`config.mk`:
```
export PLATFORM = sky130hd
export DESIGN_NAME = mb_control
export DESIGN_NICKNAME = d
export VERILOG_FILES = /design/src/design/dc_avg_pkg.sv /design/src/design/mb_control.sv
export VERILOG_INCLUDE_DIRS = /design/src /design/src/include
export SDC_FILE = /design/constraint.sdc
export NUM_CORES = 1
export LEC_CHECK = 0
export ABC_AREA = 0
export BUFFER_PORTS_ARGS = -buffer_cell sky130_fd_sc_hd__buf_2
export CAP_MARGIN = 20
export CELL_PAD_IN_SITES_DETAIL_PLACEMENT = 1
export CELL_PAD_IN_SITES_GLOBAL_PLACEMENT = 1
export CORE_MARGIN = 1.5
export CORE_UTILIZATION = 41
export DETAILED_ROUTE_END_ITERATION = 6
export MAX_ROUTING_LAYER = met4
export PLACE_DENSITY_LB_ADDON = 0.1
export SLEW_MARGIN = 10
export SYNTH_ARGS = -nofsm -noshare
export SYNTH_HDL_FRONTEND = slang
export SYNTH_SLANG_ARGS = --single-unit
```
`constraint.sdc`:
```
create_clock -name xclk -period 2 [get_ports xclk]
set_input_delay 0.1 -clock xclk [delete_from_list [all_inputs] [get_ports xclk]]
set_output_delay 0.1 -clock xclk [all_outputs]
set_load 0.05 [all_outputs]
```
`src/include/dc_avg_consts.svh`:
```
`ifndef DC_AVG_CONSTS_SVH
`define DC_AVG_CONSTS_SVH

// sample and arithmetic widths
`define DC_SAMPLE_W    9   // signed buffer sample
`define DC_DIFF_W      10  // signed sample minus average
`define DC_ACC_W       15  // 64 samples of 9 bits

// block geometry
`define DC_BLK_PIXELS  64  // 8x8 block
`define DC_AVG_SHIFT   6   // log2 of samples per block
`define DC_Y_BLOCKS    4   // Y blocks per macroblock
`define DC_C_BLOCKS    2   // Cb and Cr

`endif

```
`src/design/dc_avg_pkg.sv`:
```
`include "dc_avg_consts.svh"

package dc_avg_pkg;

    typedef logic signed [`DC_SAMPLE_W-1:0] sample_t; // buffer sample
    typedef logic signed [`DC_DIFF_W-1:0]   diff_t;   // zero-mean output sample
    typedef logic signed [`DC_ACC_W-1:0]    acc_t;    // running block sum

    typedef logic [$clog2(`DC_BLK_PIXELS)-1:0] pix_t; // pixel inside a block

    // 0..3 Y, 4 Cb, 5 Cr
    typedef logic [2:0] blk_t;

    typedef logic page_t; // double-buffer page

    typedef enum logic {
        RD_IDLE,  // waiting for a complete page
        RD_BLOCK  // stepping through block pixels
    } rd_state_t;

endpackage

```
`src/design/mb_control.sv`:
```
`timescale 1ns/1ns
`include "dc_avg_consts.svh"

module mb_control (
    input  logic              xclk,
    input  logic              reset,
    input  logic              mb_start,
    input  logic              mono,
    input  logic              subtract_dc_in,
    input  logic              first_mb_in,
    input  logic              last_mb_in,
    input  logic              blk_done,
    input  dc_avg_pkg::blk_t  done_blk,
    output dc_avg_pkg::page_t wr_page,
    output logic              subtract_en,
    output logic              rd_start,
    output dc_avg_pkg::page_t rd_page,
    output logic              rd_mono,
    output logic              rd_first,
    output logic              rd_last
);
    import dc_avg_pkg::*;

    localparam int NBLK = `DC_Y_BLOCKS + `DC_C_BLOCKS;

    logic [1:0]      mono_q, sub_q, first_q, last_q; // options per page
    page_t           done_page;   // page whose blocks are being averaged
    logic [NBLK-1:0] done_mask;   // blocks of done_page already averaged
    logic [NBLK-1:0] mask_nxt;
    logic [NBLK-1:0] need_mask;   // blocks the layout has
    logic            mb_complete;

    assign subtract_en = sub_q[done_page];
    assign need_mask   = mono_q[done_page] ? NBLK'((1 << `DC_Y_BLOCKS) - 1) : '1;
    assign mask_nxt    = done_mask | (blk_done ? (NBLK'(1) << done_blk) : '0);
    assign mb_complete = blk_done && ((mask_nxt & need_mask) == need_mask);

    always_ff @(posedge xclk) begin
        if (reset) begin
            wr_page   <= 1'b0;
            done_page <= 1'b1; // first macroblock after reset lands in page 1
            done_mask <= '0;
            rd_start  <= 1'b0;
        end else begin
            rd_start <= mb_complete;
            if (mb_start) wr_page <= ~wr_page;
            if (mb_complete) begin
                done_mask <= '0;
                done_page <= ~done_page;
            end else begin
                done_mask <= mask_nxt;
            end
        end
        if (mb_start) begin // options go with the page being opened
            mono_q[~wr_page]  <= mono;
            sub_q[~wr_page]   <= subtract_dc_in;
            first_q[~wr_page] <= first_mb_in;
            last_q[~wr_page]  <= last_mb_in;
        end
        if (mb_complete) begin // held for the sequencer until the next page completes
            rd_page  <= done_page;
            rd_mono  <= mono_q[done_page];
            rd_first <= first_q[done_page];
            rd_last  <= last_q[done_page];
        end
    end

endmodule

```
Yosys cells after proc, flatten, opt, wreduce, memory -nomap -nowiden:

Cells that the tools add are included.

* logic and storage cells: 40
* bits of input ports: 11
* output and inout bits: 7
* bits in registers: 21

* muxes and demuxes: 16
* shift-type cells: 1
* reduce and logical (&&, ||, !) cells: 3
* bitwise operators: 4
* equal/unequal tests: 1
* $lt $le $gt $ge: 3

Operators by type and width (number)
* two-way mux 6 bit: 2
* two-way mux 1 bit: 9
* bitwise mux 2 bit: 4
* AND 6 bit: 1
* == test 6 bit: 1
* bitwise OR 6 bit: 1
* left shift 1 x 3 -> 6 bit (first input constant): 1
* < comparator 1 x 2 -> 1 bit (second input constant): 2
* logical AND 1 bit: 2
* NOT 1 bit: 2
* OR reduction 2 bit: 1
* demux 1 bit (select 1 bit): 1
* >= comparator 1 bit (second input constant): 1

Logic depth before layout (Yosys ltp):

Gate-level depths: netlist (run 1).

* word-level depth: 7
* mapped depth: 6
* depth with buffers taken out: 4

Worst setup path before layout (run 1):

OpenSTA, ideal clock, no wires.

* kind: register to register
* start: register done_page
* end: register rd_first, enable pin
* path slack: 0.414 ns
* buffers on the path: 1
* data required time: 1.756 ns
* cell stages (with the launch flop): 5
* clock period less this slack: 1.586 ns
* data arrival time: 1.342 ns
* setup time: 0.244 ns
* cells stage by stage: dfxtp_1 -> mux2_2 -> a221o_1 -> and4_4 -> buf_6

* longest elaborated chain between the ends: 6

Ends and longest elaborated chain
* start, declared: line mb_control.sv:27 `page_t done_page;`
* start signal, assigned: line mb_control.sv:49 `done_page <= ~done_page;`
* two-way mux 1 bit (implied by the code) (*) (2 in series): line mb_control.sv:34 `` assign need_mask = mono_q[done_page] ? NBLK'((1 << `DC_Y_BLOCKS) - 1) : '1; ``
* two-way mux 6 bit (*): line mb_control.sv:34
* AND 6 bit: line mb_control.sv:36 `assign mb_complete = blk_done && ((mask_nxt & need_mask) == need_mask);`
* == test 6 bit (*): line mb_control.sv:36
* logical AND 1 bit (*): line mb_control.sv:36
* net mb_complete: line mb_control.sv:31 `logic mb_complete;`
* end signal, assigned: line mb_control.sv:63 `rd_first <= first_q[done_page];`
* end, declared: line mb_control.sv:19 `output logic rd_first,`

The timed path passes the listed nets; every way through them passes the cells marked *. The select of a mux whose other input is x is not followed.
A chain may end at the register's enable or synchronous reset.

Worst setup path in the final report (run 1):

* start: register done_page
* end: register done_mask[1]

* longest elaborated chain between the ends: 7

Ends and longest elaborated chain
* two-way mux 1 bit (implied by the code) (*) (2 in series): line mb_control.sv:34
* two-way mux 6 bit (*): line mb_control.sv:34
* AND 6 bit: line mb_control.sv:36
* == test 6 bit (*): line mb_control.sv:36
* logical AND 1 bit (*): line mb_control.sv:36
* OR reduction 2 bit (no source line) (*)
* end signal, assigned: line mb_control.sv:51 `done_mask <= mask_nxt;`
* end, declared: line mb_control.sv:28 `logic [NBLK-1:0] done_mask;`

Every way passes the cells marked *; elsewhere a longest branch is shown, timed or not. The select of a mux whose other input is x is not followed.

==> results of run 1 <==
metal layers:
layer,vias to the layer above,share of wire (%),GRT usage (%)
li1,279,-,-
met1,270,47,17.4
met2,13,46,24.0
met4,0,0.90,5.71
met3,2,5.3,6.13
met5,-,0,-
power breakdown:
| group | total (uW) | internal [uW] | leakage, uW | switching [uW] |
|---|---|---|---|---|
| clock | 201 | 74.6 | 0.0000177 | 126 |
| sequential | 480 | 473 | 0.000184 | 7.19 |
| combinational | 76.2 | 32.9 | 0.000196 | 43.3 |
| total | 758 | 581 | 0.000397 | 177 |
critical path: cells and delay by family (launching register included):
| kind | cells | cell delay, ps |
|---|---|---|
| muxes | 1 | 390 |
| AOI/OAI and AO/OA | 3 | 780 |
| DFF | 1 | 500 |
flip-flops by register name, summed over array words and instances (netlist names):
register,count
sub_q,2
last_q,2
mono_q,2
done_mask,6
wr_page,1
first_q,2
rd_first,1
rd_page,1
rd_last,1
rd_mono,1
rd_start,1
done_page,1
Yosys cell counts (all sizes together):
library cell	count
nor2b	4
xnor2	1
buf	2
edfxtp	12
a221o	1
and3b	1
o21a	3
nand2	3
nand2b	1
and2	1
a31oi	2
nor2	4
nor3	3
mux2	5
nand3b	1
o31ai	1
nor3b	1
dfxtp	9
o21ai	1
a41oi	1
inv	1
and4	1
a21oi	1
mux2i	3
final timing paths:
check                               endpoint          from
worst max-delay path            done_mask[1]     done_page
worst min-delay path                 wr_page      mb_start
worst max register to register  done_mask[1]     done_page
worst min register to register  done_mask[0]  done_mask[0]
stage by stage:
| stage | utilization (%) | area (um2) | hold WS [ps] | total power [uW] | cells |
|---|---|---|---|---|---|
| 3_5_place_dp | 48.5 | 962 | 294 | 562 | 105 |
| 4_1_cts | 52.0 | 1030 | 52.0 | 768 | 113 |
| 5_1_grt | 52.0 | 1030 | 88.9 | 790 | 113 |
| 6_report | 52.0 | 1030 | 61.7 | 758 | 113 |
| 3_3_place_gp | 48.5 | 962 | 287 | 559 | 105 |
| 2_1_floorplan | - | 866 | 170 | 535 | 63 |
logic make-up after synthesis:
group                     share of synthesized area, %
xor gates and xnor gates                          1.01
muxes                                             10.4
AOI/OAI and AO/OA                                 8.24
and+or+nand+nor                                   14.9
DFF                                               62.4
buffers and inverters                             3.03
cell type report:
class	instances	area (um2)	area share (%)
multi-input cells	39	299	29.0
clock inverters	1	5.00	0.486
clock buffers	3	22.5	2.19
flip-flops and latches	21	541	52.5
well taps	27	33.8	3.28
inverters	1	3.75	0.365
repair buffers	21	125	12.2
==> flow_metrics.py, run 1 <==
metrics = {
    "status": {
        "status": "finished, final reports clean",
    },
    "placement": {
        "gp_congestion": 0.738,
        "port_buffers": 17,
        "dp.final_hpwl_um": 1110,
        "pre_cts_slack_ps": 267,
    },
    "synthesis": {
        "synth_area_per_cell_um2": 13.7,
        "synth_seq_cells": 21,
        "syn_nets": 74,
        "syn_area_um2": 866,
        "seq_area_frac_synth_pct": 62.4,
        "ys_types": 25,
        "syn_inst": 63,
        "ys_warn_count": 0,
        "yosysTopAreaCellShare_pct": 41.6,
        "yosys.area.top_type": "edfxtp_1",
        "synthTopCellsByArea": "edfxtp_1, dfxtp_1, mux2_2",
    },
    "cts": {
        "clk_latency_ps": 300,
        "post_cts_resized": 0,
        "clockBufferDepth": 2,
        "cts_setup_buffers": 0,
        "cts_buffers": 3,
        "hold_buffers": 4,
        "cts_tree": "yes",
        "htreeDepth": 1,
        "clock-sinks": 21,
        "cts_root_buf": "clkbuf_4",
        "clk_pin_slew_ps": 110,
    },
    "detailed_routing": {
        "initialDrtViolationCount": 3,
        "route.detailed.drc": 0,
        "drt-total-wl_um": 1450,
        "avgRoutedWirePerCell_um": 12.8,
        "drtPass1Iterations": 2,
        "ant_nets": 0,
        "via_per_inst": 4.99,
        "vias": 564,
    },
    "die": {
        "rows": 16,
        "die_h_um": 49.0,
        "initial_core_util_pct": 43.7,
        "die_x_um": 49.0,
        "core-area_mm2": 0.00198,
        "die_area_mm2": 0.00240,
        "io-pin-count": 18,
    },
    "sta": {
        "fin_ws_ps": 285,
        "worst_pin_slew_ps": 368,
        "fin_skew_ps": 3.47,
        "layout_worst_path_cycle_share_pct": 85.8,
        "slew_headroom_pct": 75.4,
        "report.final.slew_viol_count": 0,
        "finalCriticalPeriod_ps": 1720,
        "max_clock_freq_mhz": 583,
        "grt_setup_unrepaired": "no",
        "setup_viol": 0,
        "finalHoldViolCount": 0,
        "tns_ps": 0,
    },
    "setup_path": {
        "slowest_delay_ps": 500,
        "crit_required_ps": 2260,
        "end_kind": "flip-flop",
        "crit_chain": "mux2_2 > a221o_1 > a41oi_1 > o21a_1",
        "cp.arrival_ps": 1970,
        "worst-path-max-fanout": 7,
        "path_class": "flip-flop to flip-flop",
        "rrSetupSlack_ps": 280,
        "crit_path_start_kind": "flip-flop",
        "slowest_stage": "dfxtp_1",
        "reg2reg_depth": 4,
    },
    "global_route": {
        "grt_pass1_wl_um": 2630,
        "antenna_found_initial": 0,
        "grt_max_degree": 13,
        "overflow": 0,
        "grt_use_total_pct": 15.2,
        "grt_pass1_vias": 569,
    },
    "cells_and_area": {
        "num-nets-final": 98,
        "n_fill_cell": 225,
        "area_growth_pct": 18.9,
        "final_common_cell": "buf_2",
        "drive_gt1_share_pct": 34.9,
        "diodes": 0,
        "final_cell_mix": "buf_2, edfxtp_1, dfxtp_1",
    },
    "min_path": {
        "hp-class": "input port to flip-flop",
        "hold_depth": 3,
    },
    "power": {
        "ir_drop_v": 0.000542,
        "p_per_area_mw_per_mm2": 736,
        "cellLeakagePower_uw": 0.000397,
    },
    "flow_run": {
        "cap_violations": 0,
    },
}
(Power assumes the default switching activity.)
==> inputs of run 2 (changes only) <==
Clock period 2 ns to 1.6 ns, I/O delays scaled along.
==> run 2 against run 1 <==
Global-route usage rose by 0.71 points. Sequential cell count did not move. Final area rose by 1.5%. Sequential power rose by 25%. Fmax rose by 12%. Largest cell class unchanged. Highest routed layer unchanged.
==> flow_metrics.py, run 2 (synthesized netlist as in run 1, its figures left out) <==
metrics = {
    "sta": {
        "worst_pin_slew_ps": 405,
        "slew_headroom_pct": 72.9,
        "tns_ps": 0,
        "finalHoldViolCount": 0,
        "finalCriticalPeriod_ps": 1530,
        "setup_viol": 0,
        "max_clock_freq_mhz": 656,
        "report.final.slew_viol_count": 0,
        "layout_worst_path_cycle_share_pct": 95.3,
        "fin_skew_ps": 2.99,
        "grt_setup_unrepaired": "no",
    },
    "setup_path": {
        "reg2reg_depth": 4,
        "slowest_delay_ps": 350,
        "worst-path-max-fanout": 3,
        "crit_chain": "mux2_2 > a221o_1 > a41oi_1 > o21a_1",
        "cp_num_buf_inv": 0,
        "path_depth": 4,
        "path_class": "flip-flop to flip-flop",
        "crit_required_ps": 1860,
        "path_delay_family": "compound AO/OA/AOI/OAI gates",
        "end_kind": "flip-flop",
        "cp.arrival_ps": 1790,
        "slowest_stage": "dfxtp_1",
        "crit_path_start_kind": "flip-flop",
    },
    "cells_and_area": {
        "drive_gt1_share_pct": 36.4,
        "diodes": 0,
        "seq_area_um2": 541,
        "n_fill_cell": 207,
        "area_growth_pct": 20.7,
        "fin_area_mm2": 0.00104,
        "final_cell_mix": "buf_2, edfxtp_1, dfxtp_1",
        "regMostFlops": "done_mask",
        "final_common_cell": "buf_2",
        "num-nets-final": 100,
        "multi_input_area_um2": 299,
        "largest_reg_flops": 6,
    },
    "power": {
        "p_per_area_mw_per_mm2": 914,
        "ir_drop_v": 0.000678,
        "swShare_pct": 23.8,
        "total_power_uw": 955,
        "switching_power_uw": 227,
        "seqPwrFrac_pct": 63.0,
        "cellLeakagePower_uw": 0.000406,
        "internal_power_uw": 728,
        "pwr-share-clk_pct": 26.7,
        "comb_power_share_pct": 10.3,
    },
    "global_route": {
        "grt_pass1_wl_um": 2690,
        "antenna_found_initial": 0,
        "grt_pass1_vias": 600,
        "overflow": 0,
        "grt_max_degree": 13,
        "grt_use_total_pct": 15.9,
    },
    "die": {
        "initial_core_util_pct": 43.7,
        "rows": 16,
        "die_x_um": 49.0,
        "io-pin-count": 18,
        "core-area_mm2": 0.00198,
        "die_area_mm2": 0.00240,
        "die_h_um": 49.0,
    },
    "detailed_routing": {
        "vias": 576,
        "initialDrtViolationCount": 4,
        "route.detailed.drc": 0,
        "avgRoutedWirePerCell_um": 13.8,
        "drt-total-wl_um": 1590,
        "via_per_inst": 5.01,
        "drtPass1Iterations": 3,
        "ant_nets": 0,
    },
    "placement": {
        "place_area_um2": 977,
        "gp_congestion": 0.775,
        "dp.final_hpwl_um": 1180,
        "port_buffers": 17,
    },
    "status": {
        "status": "finished, final reports clean",
    },
    "cts": {
        "cts_setup_buffers": 0,
        "clk_latency_ps": 310,
        "cts_tree": "yes",
        "htreeDepth": 1,
        "clock-sinks": 21,
        "clk_pin_slew_ps": 110,
        "cts_buffers": 3,
        "cts_root_buf": "clkbuf_4",
        "clockBufferDepth": 2,
    },
    "flow_run": {
        "cap_violations": 0,
    },
    "min_path": {
        "hp-class": "input port to flip-flop",
        "hold_depth": 3,
    },
}
run 2: changes by cell type in the layout (fill, tap and decap cells not counted), sizes merged:
cell	before	now
buf	17	19
run 2: final timing paths:
check | slack (ps) | startpoint | to
max | 70 | done_page | done_mask[1]
min | 40 | mb_start | wr_page
max reg2reg | 70 | done_page | done_mask[1]
min reg2reg | 520 | done_mask[0] | done_mask[0]
run 2: per-layer routing:
metal	wire length, um	part of all wire (%)	vias up	track usage, %
li1	-	-	284	-
met4	45	2.8	0	10.0
met3	51	3.2	5	3.68
met2	787	49	14	25.3
met1	707	44	273	18.1
met5	0	0	-	-
run 2: final cells by class:
class	count	share of cell area, %
Tap cell	27	3.23
Clock inverter	1	0.479
Timing Repair Buffer	23	13.4
Clock buffer	3	2.16
Inverter	1	0.359
Multi-Input combinational cell	39	28.6
Sequential cell	21	51.7
run 2: worst reg2reg max path, delay by kind of cell (launching register included):
family          cells  cell delay, ps
compound gates      3             780
mux                 1             350
flops               1             350
run 2: power groups by stage:
stage / sequential [uW] / combinational (uW) / clock, uW
final: 601 / 98.1 / 255
after global routing: 604 / 107 / 294
after CTS: 602 / 98.6 / 275
after detailed placement: 614 / 91.3 / 0
after global placement: 612 / 87.6 / 0
after floorplan: 620 / 48.7 / 0
run 2: what timing repair did:
item,CTS,global route
setup endpoints to repair,0,0
hold buffers,4,0
gates resized for setup,0,0
hold endpoints to repair,8,0
run 2: per-stage QoR:
step           utilization, %  worst slack, ps  hold slack, ps  cells
2_1_floorplan               -             14.2             150     63
3_3_place_gp             49.3              151             267    107
3_5_place_dp             49.3              101             273    107
4_1_cts                  52.7             84.0            22.1    115
5_1_grt                  52.7             21.3            49.1    115
6_report                 52.7             74.7            44.4    115
